## src/verilog/commit_defines.svh

```systemverilog
`ifndef COMMIT_DEFINES_SVH
`define COMMIT_DEFINES_SVH

// ************************************************************
// Retire width and trace queue sizing
// ************************************************************

`define ISSUE_WIDTH 2 // Slot 1 is the older instruction

`define RFQ_DEPTH_LOG2 6 // 64 trace entries

// Retire pc runs this far ahead of the instruction pc
`define TRACE_PC_OFFSET 32'd8

`endif

```

## src/verilog/core_pkg.sv

```systemverilog
package core_pkg;

    // ************************************************************
    // Datapath words and register addressing
    // ************************************************************

    typedef logic [31:0] word_t;

    typedef logic [4:0] reg_addr_t; // r0 is hardwired to zero

    // One register write as seen by the register file and the trace
    typedef struct packed {
        logic      wen;
        reg_addr_t addr;
        word_t     data;
    } rf_w_t;

endpackage

```

## src/verilog/regfile_2w.sv

```systemverilog
`timescale 1ns/100ps

`include "commit_defines.svh"

module regfile_2w
(
    input  logic                                  clk,
    input  logic                                  reset,
    input  core_pkg::rf_w_t [`ISSUE_WIDTH-1:0]    rfw,
    input  core_pkg::reg_addr_t [1:0]             rd_addr,
    output core_pkg::word_t [1:0]                 rd_data
);

    core_pkg::word_t regs [1:31]; // r0 has no storage

    always_ff @(posedge clk or posedge reset)
    begin
        if (reset)
        begin
            for (int r = 1; r < 32; r++)
                regs[r] <= '0;
        end
        else
        begin
            // Walk from the oldest slot down so slot 0 lands last and wins
            for (int i = `ISSUE_WIDTH-1; i >= 0; i--)
            begin
                if (rfw[i].wen && rfw[i].addr != '0)
                    regs[rfw[i].addr] <= rfw[i].data;
            end
        end
    end

    always_comb
    begin
        for (int p = 0; p < 2; p++)
        begin
            if (rd_addr[p] == '0)
                rd_data[p] = '0;
            else
                rd_data[p] = regs[rd_addr[p]];
        end
    end

endmodule

```

## config.mk

```make
export PLATFORM = sky130hd
export DESIGN_NAME = regfile_2w
export DESIGN_NICKNAME = d
export VERILOG_FILES = /design/src/verilog/core_pkg.sv /design/src/verilog/regfile_2w.sv
export VERILOG_INCLUDE_DIRS = /design/src /design/src/verilog
export SDC_FILE = /design/constraint.sdc
export NUM_CORES = 2
export LEC_CHECK = 0
export BUFFER_PORTS_ARGS = -buffer_cell sky130_fd_sc_hd__buf_2
export CAP_MARGIN = 15
export CORE_UTILIZATION = 35
export CTS_CLUSTER_DIAMETER = 30
export CTS_CLUSTER_SIZE = 25
export DETAILED_ROUTE_END_ITERATION = 7
export PLACE_DENSITY = 0.52
export SLEW_MARGIN = 15
export SYNTH_ARGS = -nofsm -noshare
export SYNTH_HDL_FRONTEND = slang
export SYNTH_SLANG_ARGS = --single-unit
```

## constraint.sdc

```tcl
create_clock -name clk -period 73.8 [get_ports clk]
set_input_delay 7.38 -clock clk [delete_from_list [all_inputs] [get_ports clk]]
set_output_delay 7.38 -clock clk [all_outputs]
set_load 0.1 [all_outputs]
```

==> impl_metrics.json <==
{
  "timing.reg2reg.worst_path_depth": 2,
  "design.die.area_um2": 180000,
  "power.switching_fraction": 0.301,
  "number_of_nets_with_antenna_violations_after_detailed_routing": 0,
  "critical_path.reg2reg.startpoint": "regs[678]",
  "final_nets": 6308,
  "groute.usage.overall": 0.302,
  "cts_tree": "done",
  "grt_pass1_wl_um": 391000,
  "outcome": "complete, but fails checks",
  "final_cell_mix": "mux2i_1, dfrtp_1, a21oi_1, nor2_1, nand2_1",
  "cts_root_buf": "clkbuf_16",
  "layout_min_cycle_time_ns": 19.48,
  "design_power_total_mw": 2.55,
  "wl_um": 279000,
  "critical-path-max-stage-delay_ns": 1.07,
  "period_share": 0.264,
  "startpoint": "rd_addr[6]",
  "cts_setup_buffers": 0,
  "worst_hold_path.num_cells": 2,
  "route.detailed.wl_per_inst_um": 31.7,
  "static_leakage_power_nw": 32.9,
  "reg.largest.list": "regs: 992 flops",
  "power.net_switching_mw": 0.767,
  "synthTopCellsByArea": "dfrtp_1, mux2i_1, mux4_2, a21oi_1, o21ai_0",
  "clockBufferDepth": 4,
  "row_count": 154,
  "die-width_um": 424,
  "relSlewSlack": 0.149,
  "cts-htree-levels": 5,
  "crit_buf_inv": 4,
  "core_area_um2": 177000,
  "ys_ff_latch": 992,
  "max_freq_ghz": 0.0513,
  "number_of_enable_flip_flop_cells_after_synthesis": 0,
  "floorplan.initialDensity": 0.353,
  "skew_ns": 0,
  "slowest_stage": "a211oi_1",
  "post_cts_resized": 0,
  "final-instance-count-excl-fill": 8789,
  "drtPass1Iterations": 8,
  "synth_top_cell_by_area": "dfrtp_1",
  "endpoints_failing_hold": 0,
  "critical_path.cell_chain": "buf_6, buf_4, and2_2, buf_4, a22oi_1, a211oi_1, buf_2",
  "vdd_drop_max_v": 0.0000235,
  "number_of_drc_violations_after_detailed_routing": 30,
  "grt_antenna_before_repair": 40,
  "dominantRegCellSynth": "dfrtp_1",
  "registers.top_by_ff_count": "regs",
  "detailroute.via_count": 53900,
  "critPathArrivalTime_ns": 12.10,
  "fraction_of_final_layout_cells_with_drive_strength_greater_than_1": 0.167,
  "timing.reg2reg.setup_slack_ns": 72.93,
  "combinationalPowerShare": 0.195,
  "worst_r2r_endpoint": "regs[678]",
  "finalWeightedCongestion": 0.871,
  "timing.hold.ws_ns": 0.580,
  "asyncSetResetFlopFracSynth": 1.00,
  "synthesis.area_um2": 62400,
  "seq_area_frac_synth": 0.398,
  "cts_buf_count": 283,
  "synth_top_area_frac": 0.398,
  "clk_pin_slew_ns": 0.04,
  "timing.critical_path.from_type": "input port",
  "cts_num_sinks": 992,
  "synth.yosys.warnings": 0,
  "buffer_ports.inserted": 151,
  "layout_stage_area_growth_over_the_synthesis_result_pct": 18.5,
  "numPlacedInstances": 8275,
  "cell_count_after_synthesis": 6395,
  "grt_pass1_vias": 50900,
  "grt_overflow_total": 0,
  "p_per_area_nw_per_um2": 34.5,
  "power.share.sequential": 0.319,
  "max_cap_viol_count": 0,
  "synth_fp_nets": 6483,
  "place_hpwl_um": 155000,
  "cp_max_fo": 59,
  "worstMarginPinSlew_ns": 1.27,
  "slew_violations": 0,
  "avgSynthCellArea_um2": 9.76,
  "cts_hold_buffers": 0,
  "ys_types": 51,
  "rsz0062_at_grt": "false",
  "floorplan.io_pins": 152,
  "crit_path_frequent_cell": "buf_4",
  "finalSetupTns_ns": 0,
  "pin_count_of_the_biggest_net_entering_global_routing": 158,
  "cp_data_required_time_ns": 66.42,
  "die_h_um": 424,
  "clock_power_share": 0.486,
  "crit_family": "buffers and inverters",
  "vias_per_cell": 6.13,
  "crit_path_end_kind": "primary output",
  "setup.worst_path.class": "input port to primary output",
  "insertion_delay_ns": 0.91,
  "min_path_type": "register to register",
  "failed_checks": "DRC",
  "holdCritStartpoint": "regs[924]",
  "cell_internal_power_mw": 1.78,
  "min_to": "regs[924]",
  "largest_register_ffs": 992,
  "setup_viol_count_final": 0,
  "commonest_non_fill_non_tap_cell_in_the_layout": "mux2i_1",
  "drt_initial_violations": 6936
}
metal layers:
layer / wire length, µm / global-route usage / vias to the layer above / part of all wire
met1: 116000 / 0.413 / 27000 / 0.42
met3: 26700 / 0.0671 / 744 / 0.096
met4: 13600 / 0.145 / 10 / 0.049
met5: 69 / 0 / - / 0.00025
met2: 122000 / 0.449 / 3216 / 0.44
li1: - / - / 23000 / -
power by group through the flow:
stage | sequential, mW | clock (mW) | combinational (mW)
after floorplan | 0.777 | 0 | 0.394
after global placement | 0.806 | 0 | 0.483
after detailed placement | 0.811 | 0 | 0.494
after CTS | 0.806 | 1.25 | 0.494
after global routing | 0.828 | 1.28 | 0.539
final | 0.812 | 1.24 | 0.498
how the worst max path moves through the flow:
stage                   to  slack, ns  depth (start not counted)
6_report       rd_data[55]      54.32                          7
5_1_grt        rd_data[38]      54.57                          8
4_1_cts        rd_data[55]      54.60                          7
3_5_place_dp   rd_data[55]      54.60                          7
3_3_place_gp   rd_data[55]      54.57                          7
2_1_floorplan      regs[0]      38.51                          1
synth_stat cells (8+ instances only):
cell	count
mux2i_1	1569
dfrtp_1	992
a21oi_1	544
nor2_1	527
nand2_1	511
clkbuf_1	454
o21ai_0	448
o22ai_1	287
buf_2	193
mux2_2	128
mux4_2	128
nor3_1	128
a22oi_1	64
a211oi_1	63
buf_4	61
nor2b_1	40
or3_1	35
a221o_1	32
o21ai_1	32
a221oi_1	31
nor4_1	28
buf_1	15
nand2b_1	9
nor2_2	9
buf_6	8
kinds of logic (layout without fill, tap and decap cells):
| kind of cell | after synthesis | count (layout) | synth area share |
|---|---|---|---|
| multiplexers | 1825 | 1825 | 0.321 |
| AO/OA/AOI/OAI | 1502 | 1502 | 0.136 |
| flip-flops | 992 | 992 | 0.398 |
| AND/OR/NAND/NOR | 1339 | 1339 | 0.0920 |
| other | 0 | 27 | 0 |
| buffers and inverters | 737 | 764 | 0.0533 |
area by class of cell:
class                           instances  area (µm²)
Tap cell                             2340        2930
Timing Repair Buffer                  276        1830
Fill cell                           16800      103000
Sequential cell                       992       24800
Multi-Input combinational cell       4666       34700
Clock buffer                          385        8100
Antenna cell                           27        67.6
Inverter                                1        11.3
Clock inverter                        102        1440
through the flow:
step	worst slack (ns)	util	area [µm²]
3_5_place_dp	54.60	0.364	64300
5_1_grt	54.57	0.418	73900
6_report	54.32	0.418	73900
3_3_place_gp	54.57	0.364	64300
4_1_cts	54.60	0.418	73900
2_1_floorplan	38.51	-	62400
worst register-to-register path, stage by stage (launching register included):
cell	delay [ns]
dfrtp_1	0.43
mux2i_1	0.17
o21ai_0	0.11
No activity file was read; power rests on OpenSTA's default activity.
