### config.mk
export PLATFORM = sky130hd
export DESIGN_NAME = wb_result_mux
export DESIGN_NICKNAME = d
export VERILOG_FILES = /design/src/verilog/commit_defines.svh /design/src/verilog/core_pkg.sv /design/src/verilog/commit_pkg.sv /design/src/verilog/wb_result_mux.sv
export SDC_FILE = /design/constraint.sdc
export NUM_CORES = 1
export LEC_CHECK = 0
export BUFFER_PORTS_ARGS = -buffer_cell sky130_fd_sc_hd__clkbuf_2
export CAP_MARGIN = 20
export CELL_PAD_IN_SITES_DETAIL_PLACEMENT = 0
export CELL_PAD_IN_SITES_GLOBAL_PLACEMENT = 1
export CORE_ASPECT_RATIO = 1.1
export CORE_MARGIN = 4
export CORE_UTILIZATION = 23
export DETAILED_ROUTE_END_ITERATION = 16
export PLACE_DENSITY = 0.88
export SLEW_MARGIN = 20
export SYNTH_ARGS = -nofsm -noshare
export SYNTH_HDL_FRONTEND = slang
export SYNTH_SLANG_ARGS = --single-unit
### constraint.sdc
create_clock -name vclk -period 2.7
set_input_delay 0.135 -clock vclk [all_inputs]
set_output_delay 0.135 -clock vclk [all_outputs]
set_load 0.005 [all_outputs]
### src/verilog/commit_defines.svh
`ifndef COMMIT_DEFINES_SVH
`define COMMIT_DEFINES_SVH

// ************************************************************
// Retire width and trace queue sizing
// ************************************************************

`define ISSUE_WIDTH 2 // Slot 1 is the older instruction

`define RFQ_DEPTH_LOG2 6 // 64 trace entries

// Retire pc runs this far ahead of the instruction pc
`define TRACE_PC_OFFSET 32'd8

`endif

### src/verilog/core_pkg.sv
package core_pkg;

    // ************************************************************
    // Datapath words and register addressing
    // ************************************************************

    typedef logic [31:0] word_t;

    typedef logic [4:0] reg_addr_t; // r0 is hardwired to zero

    // One register write as seen by the register file and the trace
    typedef struct packed {
        logic      wen;
        reg_addr_t addr;
        word_t     data;
    } rf_w_t;

endpackage

### src/verilog/commit_pkg.sv
package commit_pkg;

    // Writeback opcodes where wb_none marks an empty slot
    typedef enum logic [3:0] {
        wb_none  = 4'd0,
        wb_alu   = 4'd1,
        wb_link  = 4'd2,
        wb_lb    = 4'd3,
        wb_lbu   = 4'd4,
        wb_lh    = 4'd5,
        wb_lhu   = 4'd6,
        wb_lw    = 4'd7,
        wb_break = 4'd8
    } wb_op_t;

    typedef struct packed {
        wb_op_t              op;
        core_pkg::reg_addr_t dest;
        core_pkg::word_t     alu_result;
        core_pkg::word_t     load_data;  // Raw aligned word from memory
        logic [1:0]          byte_off;
        core_pkg::word_t     pc;         // Retire pc which is the instruction pc plus 8
    } retire_slot_t;

    typedef enum logic {
        wb_run     = 1'b0,
        wb_halted  = 1'b1
    } wb_state_t;

endpackage

### src/verilog/wb_result_mux.sv
`timescale 1ns/100ps

module wb_result_mux
(
    input  commit_pkg::retire_slot_t slot,
    output core_pkg::word_t          result
);

    logic [7:0]  load_byte;
    logic [15:0] load_half;

    // Little-endian lane selection from the aligned load word
    always_comb
    begin
        load_byte = slot.load_data[8*slot.byte_off +: 8];
        if (slot.byte_off[1])
            load_half = slot.load_data[31:16];
        else
            load_half = slot.load_data[15:0];
    end

    always_comb
    begin
        case (slot.op)
            commit_pkg::wb_alu:
                result = slot.alu_result;
            commit_pkg::wb_link:
                result = slot.pc; // Return address
            commit_pkg::wb_lb:
                result = {{24{load_byte[7]}}, load_byte};
            commit_pkg::wb_lbu:
                result = {24'd0, load_byte};
            commit_pkg::wb_lh:
                result = {{16{load_half[15]}}, load_half};
            commit_pkg::wb_lhu:
                result = {16'd0, load_half};
            commit_pkg::wb_lw:
                result = slot.load_data;
            default:
                result = '0; // No register result for none or break
        endcase
    end

endmodule

==> results of run 1 <==
==> kinds of logic (layout without fill, tap and decap cells) <==
logic type      after synthesis  count (layout)  synth area share [%]
simple gates                 43              43                 17.63
buf+inv                      17             138                 7.905
compound gates               86              86                 57.91
mux                          17              17                 16.56
==> Yosys cell counts <==
| library cell | instances |
|---|---|
| a22oi_1 | 40 |
| o211ai_1 | 30 |
| nand2_1 | 26 |
| mux2_2 | 9 |
| a22o_1 | 8 |
| buf_2 | 7 |
| mux2i_1 | 7 |
| clkbuf_1 | 6 |
| nor2b_1 | 5 |
| and2_1 | 4 |
| nor2_1 | 3 |
| buf_6 | 2 |
| o21a_1 | 2 |
| o21ai_0 | 2 |
| a21o_1 | 1 |
| a32oi_4 | 1 |
| and4bb_2 | 1 |
| buf_4 | 1 |
| clkbuf_2 | 1 |
| mux4_2 | 1 |
| nand2b_1 | 1 |
| nand3_1 | 1 |
| nor4b_1 | 1 |
| o211ai_2 | 1 |
| o31a_2 | 1 |
| or3b_1 | 1 |
==> stage by stage <==
stage | utilization, % | power [W]
floorplan | - | 0.0001393
global placement | 38.72 | 0.0002844
detailed placement | 38.72 | 0.0002884
CTS | 38.72 | 0.0002896
global route | 38.72 | 0.0003186
finish | 38.72 | 0.0002856
==> routing by layer <==
metal	wire [um]	track usage, %
met1	2431	22.48
met2	3053	34.03
met3	515	3.463
met4	0	0.1618
met5	0	0
==> report_power, final <==
| part | switching, W | internal [W] |
|---|---|---|
| clock network | 0 | 0 |
| logic | 0.000140 | 0.000145 |
| registers | 0 | 0 |
| total | 0.000140 | 0.000145 |
==> area by class of cell <==
class / count / share of cell area (%)
well taps: 56 / 3.784
repair buffers: 138 / 37.84
multi-input cells: 146 / 58.38
==> cell usage in the layout (no fill, tap or decap) <==
cell type	instances
a21o_1	1
a22o_1	8
a22oi_1	40
a32oi_4	1
and2_1	4
and4bb_2	1
buf_4	4
clkbuf_2	134
mux2_2	9
mux2i_1	7
mux4_2	1
nand2_1	26
nand2b_1	1
nand3_1	1
nor2_1	2
nor2_2	1
nor2b_1	5
nor4b_1	1
o211ai_1	30
o211ai_2	1
o21a_1	2
o21ai_0	2
o31a_2	1
or3b_1	1
==> path summary, 6_finish.rpt <==
kind	from	depth (start not counted)	slack, ns	end
setup / recovery	slot[103]	7	0.66	result[13]
hold / removal	slot[3]	4	0.57	result[3]
==> impl_metrics.toml, run 1 <==
[final_layout]
final_layout_size_suffix_gt1_share_pct = 53.87
register_area_um2 = 0
final_nets = 393
nFlopsAndLatches = 0
finalInstanceArea_um2 = 1852
antennaDiodeCount = 0
fin_cells = 340
area_delta_synth_final_pct = 58.12
nFillCells = 532
clkbuf_count = 0
multi_input_area_um2 = 1081

[global_route]
grt_pass1_vias = 1902
grt_start_max_net_pins = 25
antenna_found_initial = 0
grt_pass1_wl_um = 9784
grt_usage_pct = 18.19
overflow = 0

[detailed_routing]
via_per_inst = 5.476
drt_iter0_drc = 98
wl_um = 6000
drt_first_pass_iters = 4
ant_nets = 0
drc = 0
vias = 1862
drt-wirelength-per-cell_um = 17.65

[sta]
setup_ws_ns = 0.6619
fin_crit_ns = 2.038
tightest_slew_ns = 1.014
maxSlewHeadroom_pct = 32.39
rsz0062_at_grt = "false"
fmax_mhz = 490.6
setup_tns_ns = 0
slew_violations = 0
holdWs_ns = 0.5749
setup_viol = 0
finalCritPeriodShare_pct = 75.49
finalHoldViolCount = 0

[critical_path]
crit_arrival_ns = 1.90
critPathMaxStageDelay_ns = 0.55
crit_path_end_kind = "output pin"
critical-path-top-delay-family = "simple AND/OR/NAND/NOR gates"
path_class = "in -> out"
crit_path_top_delay_cell = "nor2b_1"
cp.required_ns = 2.57
cp_max_fo = 21
cp_common_cell = "clkbuf_2"
critical_path.cell_chain = "clkbuf_2 -> nor2b_1 -> and2_1 -> buf_4 -> a22oi_1 -> o211ai_1 -> clkbuf_2"
start_kind = "input port"
cp_num_buf_inv = 3

[die]
initial_core_util_pct = 24.49
coreArea_um2 = 4782
die_height_um = 82.84
die_w_um = 76.04
boundaryPins = 139
die_area_um2 = 6299
rows = 26

[placement]
dp_cells = 340
placed_area_um2 = 1852
place_hpwl_um = 4968
dp_slack_ns = 0.6273
io_buffers = 134
gp_congestion = 0.8015

[clock_tree]
hold_buffers = 0
postCtsSetupBuffers = 0
postCtsResizedCells = 0

[yosys]
synth_top_cell_area_share_pct = 25.64
synth-seq-area-share_pct = 0
synth_cells = 163
yosysWarnings = 0
syn_area_um2 = 1171
ys_types = 26
avgSynthCellArea_um2 = 7.185
syn_nets = 270
yosysTopAreaCell = "a22oi_1"
synth_area_leaders = "a22oi_1 (26%), o211ai_1 (19%), mux2_2 (8.7%)"

[worst_hold_path]
min_path_type = "in -> out"

[pwr]
p_per_area_nw_per_um2 = 154.2
power.leakage_nw = 0.8899
ir_drop_v = 0.00005577

[job]
cap_violations = 0

[run_status]
status = "finished clean"
Note: power is estimated with default switching activity, not from simulation.
==> inputs of run 2 (changes only) <==
- ABC_AREA: default -> 1
- CORE_UTILIZATION: 23 -> 21
- PLACE_DENSITY: 0.88 -> 0.77
- clock period: 2.7 -> 1.6 ns (I/O delays scaled with it)
==> impl_metrics.toml, run 2 <==
[run_status]
status = "finished clean"

[die]
coreArea_um2 = 8040
die_height_um = 103.9
boundaryPins = 139
die_area_um2 = 9894
initial_core_util_pct = 21.85
die_w_um = 95.21
rows = 34

[yosys]
synth_most_common_cell = "nand2_1"
ys_top_cells_by_count = "nand2_1 (119), nand3_1 (94), nor2_1 (69)"
synth-seq-area-share_pct = 0
yosysWarnings = 0
syn_nets = 500
yosysTopAreaCell = "nand3_1"
synth_area_leaders = "nand3_1 (27%), nand2_1 (25%), nor2_1 (15%)"
synth_top_cell_area_share_pct = 26.78
syn_area_um2 = 1757
ys_types = 18
synth_cells = 393
avgSynthCellArea_um2 = 4.470

[detailed_routing]
drt_first_pass_iters = 4
drc = 0
drt_iter0_drc = 91
drt-wirelength-per-cell_um = 12.51
ant_nets = 0
via_per_inst = 4.375
wl_um = 7779
vias = 2721

[sta]
fmax_mhz = 704.8
setup_tns_ns = 0
slew_violations = 0
maxSlewHeadroom_pct = 69.13
finalCritPeriodShare_pct = 88.68
tightest_slew_ns = 0.4626
finalHoldViolCount = 0
setup_viol = 0
rsz0062_at_grt = "false"
fin_crit_ns = 1.419

[global_route]
grt_start_max_net_pins = 45
overflow = 0
antenna_found_initial = 0
grt_pass1_wl_um = 12850
grt_pass1_vias = 2724
grt_usage_pct = 15.39

[final_layout]
mostFrequentLayoutCell = "clkbuf_2"
final_layout_size_suffix_gt1_share_pct = 30.35
nFlopsAndLatches = 0
most-common-layout-cells = "clkbuf_2 (134), nand2_1 (119), nand3_1 (94)"
final_nets = 623
register_area_um2 = 0
clkbuf_count = 0
antennaDiodeCount = 0
area_delta_synth_final_pct = 45.30

[clock_tree]
postCtsSetupBuffers = 0

[pwr]
combinationalPowerShare_pct = 100.0
p_per_area_nw_per_um2 = 223.8
p_seq_share_pct = 0
power.net_switching_w = 0.0003206
swShare_pct = 56.12
power_w = 0.0005713
pwr-share-clk_pct = 0
ir_drop_v = 0.00008891
power.leakage_nw = 1.657
internal_power_w = 0.0002507

[placement]
gp_congestion = 0.8451
io_buffers = 134
place_hpwl_um = 6603

[critical_path]
path_class = "in -> out"
crit_path_end_kind = "output pin"
crit_arrival_ns = 1.34
start_kind = "input port"
cp.required_ns = 1.52
cp_max_fo = 10

[worst_hold_path]
min_path_type = "in -> out"

[job]
cap_violations = 0
## run 2: worst max-delay path, cell delays in order
cell      delay (ns)
clkbuf_2        0.12
inv_1           0.07
nor2_4          0.22
nand3_2         0.28
or2_2           0.36
nand3_1         0.09
clkbuf_2        0.13
## run 2: metrics by stage
| step | setup WS (ns) | utilization (%) | hold WS [ns] | cells | cell area (um2) |
|---|---|---|---|---|---|
| floorplan | 0.6213 | - | 0.2743 | 393 | 1757 |
| global placement | 0.1020 | 31.70 | 0.4806 | 622 | 2549 |
| detailed placement | 0.09455 | 31.70 | 0.4935 | 622 | 2549 |
| CTS | 0.09844 | 31.70 | 0.4949 | 622 | 2549 |
| global route | 0.02727 | 31.75 | 0.5089 | 622 | 2552 |
| finish | 0.1812 | 31.75 | 0.4899 | 622 | 2552 |
## run 2: power groups by stage
stage	Combinational (W)	Clock, W	Sequential (W)
CTS	0.000577	0	0
global route	0.000651	0	0
detailed placement	0.000575	0	0
global placement	0.000570	0	0
floorplan	0.000286	0	0
finish	0.000571	0	0
## run 2: final cells by class
type / instances / area, um2
Fill cell: 974 / 5488
Multi-Input combinational cell: 321 / 1463
Timing Repair Buffer: 143 / 763.2
Inverter: 50 / 191.4
Tap cell: 108 / 135.1
## run 2: cell families after synthesis
family | count (synthesis) | synth area share, %
and+or+nand+nor | 306 | 78.42
buffers and inverters | 72 | 17.31
AOI/OAI and AO/OA | 15 | 4.273
## run 2: worst paths after layout
| kind | startpoint | end | slack, ns | cells after the start |
|---|---|---|---|---|
| min | slot[35] | result[1] | 0.49 | 4 |
| max | slot[105] | result[15] | 0.18 | 7 |
## run 2: what timing repair did
action                     4_1_cts  5_1_grt
hold buffers                     0        0
gates resized for setup          0        1
setup endpoints to repair        0        7
## run 2: layer usage
layer | vias to the layer above | part of all wire (%) | GRT usage (%)
li1 | 1481 | - | -
met1 | 1134 | 46 | 20.55
met2 | 106 | 46 | 27.56
met3 | 0 | 8.0 | 2.026
met4 | 0 | 0 | 0
met5 | - | 0 | 0
