File: src/verilog/commit_defines.svh
`ifndef COMMIT_DEFINES_SVH
`define COMMIT_DEFINES_SVH

// ************************************************************
// Retire width and trace queue sizing
// ************************************************************

`define ISSUE_WIDTH 2 // Slot 1 is the older instruction

`define RFQ_DEPTH_LOG2 6 // 64 trace entries

// Retire pc runs this far ahead of the instruction pc
`define TRACE_PC_OFFSET 32'd8

`endif

File: src/verilog/core_pkg.sv
package core_pkg;

    // ************************************************************
    // Datapath words and register addressing
    // ************************************************************

    typedef logic [31:0] word_t;

    typedef logic [4:0] reg_addr_t; // r0 is hardwired to zero

    // One register write as seen by the register file and the trace
    typedef struct packed {
        logic      wen;
        reg_addr_t addr;
        word_t     data;
    } rf_w_t;

endpackage

File: src/verilog/commit_pkg.sv
package commit_pkg;

    // Writeback opcodes where wb_none marks an empty slot
    typedef enum logic [3:0] {
        wb_none  = 4'd0,
        wb_alu   = 4'd1,
        wb_link  = 4'd2,
        wb_lb    = 4'd3,
        wb_lbu   = 4'd4,
        wb_lh    = 4'd5,
        wb_lhu   = 4'd6,
        wb_lw    = 4'd7,
        wb_break = 4'd8
    } wb_op_t;

    typedef struct packed {
        wb_op_t              op;
        core_pkg::reg_addr_t dest;
        core_pkg::word_t     alu_result;
        core_pkg::word_t     load_data;  // Raw aligned word from memory
        logic [1:0]          byte_off;
        core_pkg::word_t     pc;         // Retire pc which is the instruction pc plus 8
    } retire_slot_t;

    typedef enum logic {
        wb_run     = 1'b0,
        wb_halted  = 1'b1
    } wb_state_t;

endpackage

File: src/verilog/writeback_control.sv
`timescale 1ns/100ps

`include "commit_defines.svh"

module writeback_control
(
    input  logic                                       clk,
    input  logic                                       reset,
    input  commit_pkg::retire_slot_t [`ISSUE_WIDTH-1:0] slots,
    output logic [`ISSUE_WIDTH-1:0]                    slot_wen,
    output logic                                       halted
);

    commit_pkg::wb_state_t state;
    commit_pkg::wb_state_t state_next;

    logic [`ISSUE_WIDTH-1:0] is_break;
    logic [`ISSUE_WIDTH-1:0] writes_reg;
    logic [`ISSUE_WIDTH-1:0] older_break;

    // ************************************************************
    // Per-slot decode
    // ************************************************************

    always_comb
    begin
        for (int i = 0; i < `ISSUE_WIDTH; i++)
        begin
            is_break[i]   = (slots[i].op == commit_pkg::wb_break);
            writes_reg[i] = (slots[i].op != commit_pkg::wb_none) &&
                            (slots[i].op != commit_pkg::wb_break) &&
                            (slots[i].dest != '0);
        end
    end

    // A break cancels every younger slot retiring with it
    always_comb
    begin
        logic seen_break;
        seen_break = 1'b0;
        for (int i = `ISSUE_WIDTH-1; i >= 0; i--)
        begin
            older_break[i] = seen_break;
            seen_break     = seen_break | is_break[i];
        end
    end

    always_comb
    begin
        if (state == commit_pkg::wb_run)
            slot_wen = writes_reg & ~older_break;
        else
            slot_wen = '0; // Retirement is frozen once halted
    end

    // ************************************************************
    // Halt state
    // ************************************************************

    always_comb
    begin
        state_next = state;
        if (state == commit_pkg::wb_run && |is_break)
            state_next = commit_pkg::wb_halted;
    end

    always_ff @(posedge clk or posedge reset)
    begin
        if (reset)
            state <= commit_pkg::wb_run;
        else
            state <= state_next;
    end

    assign halted = (state == commit_pkg::wb_halted);

endmodule

File: config.mk
export PLATFORM = sky130hd
export DESIGN_NAME = writeback_control
export DESIGN_NICKNAME = d
export VERILOG_FILES = /design/src/verilog/core_pkg.sv /design/src/verilog/commit_pkg.sv /design/src/verilog/writeback_control.sv
export VERILOG_INCLUDE_DIRS = /design/src /design/src/verilog
export SDC_FILE = /design/constraint.sdc
export NUM_CORES = 1
export LEC_CHECK = 0
export CAP_MARGIN = 20
export CORE_AREA = 2 2 86 88
export CTS_CLUSTER_DIAMETER = 40
export CTS_CLUSTER_SIZE = 25
export DETAILED_ROUTE_END_ITERATION = 10
export DIE_AREA = 0 0 88 90
export DONT_BUFFER_PORTS = 1
export PLACE_DENSITY_LB_ADDON = 0.25
export SLEW_MARGIN = 0
export SYNTH_ARGS = -nofsm -noshare
export SYNTH_HDL_FRONTEND = slang
export SYNTH_SLANG_ARGS = --single-unit
File: constraint.sdc
create_clock -name clk -period 1.2 [get_ports clk]
set_input_delay 0.12 -clock clk [delete_from_list [all_inputs] [get_ports clk]]
set_output_delay 0.12 -clock clk [all_outputs]
set_load 0.02 [all_outputs]
==> results.toml, run 1 <==
[power_and_ir_drop]
clock_power_share_pct = 0
intPower_uw = 41.2
switching_share_pct = 13.5
ir_worst_vdd_uv = 69.3
seqPwrFrac_pct = 72.8
p_switching_uw = 6.42
combinationalPowerShare_pct = 27.2
power_leakage_uw = 0.0000473
p_per_area_mw_per_mm2 = 187

[clocking]
clkTransAtPathRegs_ps = 0
ctsHoldBuffers = 1
postCtsSetupBuffers = 0
clk_latency_ps = 0
ctsResizeCount = 0

[logic_synthesis]
synth_top_area_share_pct = 27.0
synth_most_common_cell = "nor3_1"
yosys.cell_types.count = 9
synthesis.nets = 227
synth_top_family_by_area = "simple AND/OR/NAND/NOR gates"
ys_warn_count = 0
synth_area_per_cell_um2 = 8.42
syn_area_um2 = 92.6
synthArstFlopShare_pct = 100
yosys-mux-area-fraction_pct = 0
synth-simple-area-share_pct = 39.2
synth-compound-area-share_pct = 29.7
synth-xor-area-share_pct = 0
ys_seq_area_share_pct = 27.0
netlist.top_cell.by_area = "dfrtp_1"
synthTopCellsByArea = "dfrtp_1, nor3_1, or4_4, a2111oi_1, a221o_1"
synth_seq_cells = 1
synth_enable_flop_cells = 0
syn_inst = 11
ys.flop_type = "dfrtp_1"
synth_adder_area_share_pct = 0

[die]
dieArea_mm2 = 0.00792
num_rows = 31
initial_utilization_pct = 1.32
ioPinCount = 219
die_width_um = 88
core_area_mm2 = 0.00702
die_h_um = 90

[place]
portBuffers = 0
gp_congestion = 0.694
placed_cell_area_um2 = 244

[global_routing]
antenna_found_initial = 1
grt_max_degree = 5
grt_first_pass_wirelength_mm = 1.10
grt_remaining_overflow = 0
first_global_vias = 132
track_usage_pct = 2.07

[route]
wirelength_um = 901
firstDrtPassIters = 4
route.detailed.drc = 0
vias = 127
drt_iter0_drc = 1
wire_per_inst_um = 7.90
drtAntennaViolNets = 0
viasPerCell = 1.11

[final_layout]
multi_input_area_um2 = 68.8
num-fill-cells = 835
nNetsFinal = 233
seq_area_um2 = 25.0
area_delta_synth_final_pct = 174
design_area_um2 = 254
antenna_cells_inserted = 0
largest_reg_flops = 1
drive_gt1_share_pct = 40.0

[sta]
slew_violations = 0
worst_pin_slew_ps = 425
finalSetupTns_ps = 0
skew_ps = 0
relSlewSlack_pct = 71.5
whs_ps = 270
fmax_ghz = 0.911
final.period_utilization_pct = 91.4
min_period_ps = 1100
setup_violations = 0
final_hold_viol_count = 0
rsz0062_at_grt = "false"

[worst_setup_path]
worstPathRequired_ps = 1080
arrival_ps = 980
cp_cell_sequence = "or4_4 > nor2_2 > a2111oi_2 > buf_4"
crit_family = "simple AND/OR/NAND/NOR gates"
cp_max_fo = 1
start_kind = "primary input"
cp-end-kind = "output pin"
cp_slowest_cell = "or4_4"
crit_buf_inv = 1
path_class = "primary input to output pin"
crit_path_max_incr_delay_ps = 510

[outcome]
status = "finished, final reports clean"

[run]
maxCapViolCount = 0

[hold_path]
hold_class = "primary input to register"
-- per-stage QoR --
step / cells / util, % / power, µW / worst slack, ps
4_1_cts: 114 / 3.62 / 48.1 / 96.5
6_report: 114 / 3.62 / 47.6 / 103
3_5_place_dp: 113 / 3.48 / 44.8 / 98.1
3_3_place_gp: 113 / 3.48 / 44.2 / 102
5_1_grt: 114 / 3.62 / 49.5 / 75.9
2_1_floorplan: 11 / - / 42.7 / 21.9
-- cell families (layout without fill, tap and decap cells) --
| logic type | after synthesis | in the layout |
|---|---|---|
| simple gates | 6 | 6 |
| compound gates | 3 | 3 |
| flops | 1 | 1 |
| buf+inv | 1 | 5 |
-- power by group through the flow --
stage / Sequential, µW / Combinational, µW / Clock, µW
5_1_grt: 34.7 / 14.8 / 0
6_report: 34.7 / 12.9 / 0
3_5_place_dp: 34.7 / 10.2 / 0
3_3_place_gp: 34.7 / 9.58 / 0
4_1_cts: 34.7 / 13.4 / 0
2_1_floorplan: 34.8 / 7.84 / 0
-- path summary, 6_finish.rpt --
path | to | slack (ps) | from | cells after the start
hold / removal | halted | 270 | slots[106] | 1
setup / recovery | slot_wen[0] | 100 | slots[98] | 4
min in group asynchronous | halted | 430 | reset | 2
setup reg to reg | halted | 410 | halted | 1
hold reg to reg | halted | 560 | halted | 1
max in group asynchronous | halted | 680 | reset | 2
-- per-layer routing --
metal	up-vias	track usage, %	wire (µm)
met2	23	0.758	93
met3	2	3.49	348
met4	2	0	0
li1	53	-	-
met1	47	3.42	451
met5	-	0	7
-- placed cells by master, fill, tap and decap left out --
| master | n |
|---|---|
| a2111oi_2 | 1 |
| dlygate4sd3_1 | 1 |
| buf_4 | 3 |
| nor2_2 | 1 |
| dfrtp_1 | 1 |
| inv_1 | 1 |
| nor3_1 | 3 |
| a221o_1 | 1 |
| nor2_1 | 1 |
| a211oi_1 | 1 |
| or4_4 | 1 |
-- layout make-up --
| type | instances | share of cell area (%) |
|---|---|---|
| inverter | 1 | 1.48 |
| multi-input combinational | 9 | 27.1 |
| sequential | 1 | 9.85 |
| tap | 99 | 48.8 |
| timing repair buffer | 4 | 12.8 |
Note: power is estimated with default switching activity, not from simulation.
==> run 2: changes to the inputs <==
--- a/config.mk
+++ b/config.mk
@@ -6,15 +6,15 @@
 export SDC_FILE = /design/constraint.sdc
 export NUM_CORES = 1
 export LEC_CHECK = 0
+export BUFFER_PORTS_ARGS = -buffer_cell sky130_fd_sc_hd__buf_2
 export CAP_MARGIN = 20
 export CORE_AREA = 2 2 86 88
 export CTS_CLUSTER_DIAMETER = 40
 export CTS_CLUSTER_SIZE = 25
 export DETAILED_ROUTE_END_ITERATION = 10
 export DIE_AREA = 0 0 88 90
-export DONT_BUFFER_PORTS = 1
 export PLACE_DENSITY_LB_ADDON = 0.25
-export SLEW_MARGIN = 0
+export SLEW_MARGIN = 20
 export SYNTH_ARGS = -nofsm -noshare
 export SYNTH_HDL_FRONTEND = slang
 export SYNTH_SLANG_ARGS = --single-unit
==> results.toml, run 2 (synthesis gave the netlist of run 1 again) <==
[final_layout]
mostFrequentLayoutCells = "buf_2, nor3_1"
multi_input_area_um2 = 73.8
seq_area_um2 = 25.0
num-fill-cells = 844
area_delta_synth_final_pct = 282
antenna_cells_inserted = 0
nNetsFinal = 253
drive_gt1_share_pct = 74.3
final_common_cell = "buf_2"
post-route-util_pct = 5.04
largest_reg_flops = 1

[clocking]
clk_latency_ps = 0
clkTransAtPathRegs_ps = 0
postCtsSetupBuffers = 0

[global_routing]
grt_first_pass_wirelength_mm = 1.20
antenna_found_initial = 1
grt_remaining_overflow = 0
grt_max_degree = 5
track_usage_pct = 2.11
first_global_vias = 171

[route]
wire_per_inst_um = 6.80
drtAntennaViolNets = 0
firstDrtPassIters = 2
vias = 183
viasPerCell = 1.37
route.detailed.drc = 0
wirelength_um = 911
drt_iter0_drc = 13

[die]
die_width_um = 88
core_area_mm2 = 0.00702
ioPinCount = 219
initial_utilization_pct = 1.32
num_rows = 31
die_h_um = 90
dieArea_mm2 = 0.00792

[sta]
rsz0062_at_grt = "true"
fmax_ghz = 0.836
min_period_ps = 1200
relSlewSlack_pct = 76.9
worst_pin_slew_ps = 343
fin_ws_ps = 3.60
final.period_utilization_pct = 99.7
final_hold_viol_count = 0
setup_violations = 0
whs_ps = 355
slew_violations = 0
skew_ps = 0

[place]
portBuffers = 22
pre_cts_slack_ps = -8.24
gp_congestion = 0.667

[worst_setup_path]
cp_max_fo = 1
r2r_start = "halted"
cp-end-kind = "output pin"
crit_path_start = "slots[98]"
arrival_ps = 1080
worstPathRequired_ps = 1080
start_kind = "primary input"
path_class = "primary input to output pin"

[power_and_ir_drop]
ir_worst_vdd_uv = 73.0
power_leakage_uw = 0.000126
p_per_area_mw_per_mm2 = 234

[run]
maxCapViolCount = 0

[hold_path]
hold_class = "primary input to register"
min_from = "slots[106]"

[outcome]
status = "finished, final reports clean"
run 2: cell types whose count changed in the layout (fill, tap and decap cells not counted), sizes merged:
cell  before  now
buf        3   23
run 2: what timing repair did:
| item | CTS | global route |
|---|---|---|
| hold buffers | 1 | 0 |
| gates resized for setup | 1 | 0 |
| endpoints found under the hold margin | 1 | 0 |
| setup endpoints to repair | 1 | 1 |
run 2: power by group:
| group | switching, µW | internal [µW] |
|---|---|---|
| registers | 0.244 | 34.5 |
| logic | 18.8 | 29.5 |
| clock network | 0 | 0 |
run 2: per-stage QoR:
step                      setup TNS, ps  cell area, µm²  total power [µW]  std cells
final                                 0             354              83.0        134
after global routing              -26.2             354              88.2        134
after CTS                        -0.391             354              83.6        134
after detailed placement          -8.24             339              79.2        133
after global placement            -8.96             339              78.2        133
after floorplan                       0            97.6              42.7         11
run 2: final timing paths:
path                               end  slack [ps]  depth (start not counted)
min in group asynchronous       halted         550                          3
max in group asynchronous       halted         560                          3
hold / removal                  halted         360                          2
setup / recovery           slot_wen[0]           4                          5
setup reg to reg                halted         380                          1
hold reg to reg                 halted         590                          1
run 2: layer usage:
layer	global-route usage (%)	up-vias	share of wire (%)
met5	0	-	1.4
met4	0	2	0
met3	1.38	2	20
met2	0.947	23	8.3
met1	4.64	63	70
li1	-	93	-
run 2: area by class of cell:
type | instances | share of cell area, %
Inverter | 1 | 1.06
Timing Repair Buffer | 24 | 36.0
Tap cell | 99 | 35.0
Multi-Input combinational cell | 9 | 20.8
Sequential cell | 1 | 7.07
run 2: critical path, stage by stage:
cell and delay, ps:
buf_2 90, or4_4 530, nor2_4 100, a2111oi_2 50
buf_2 180
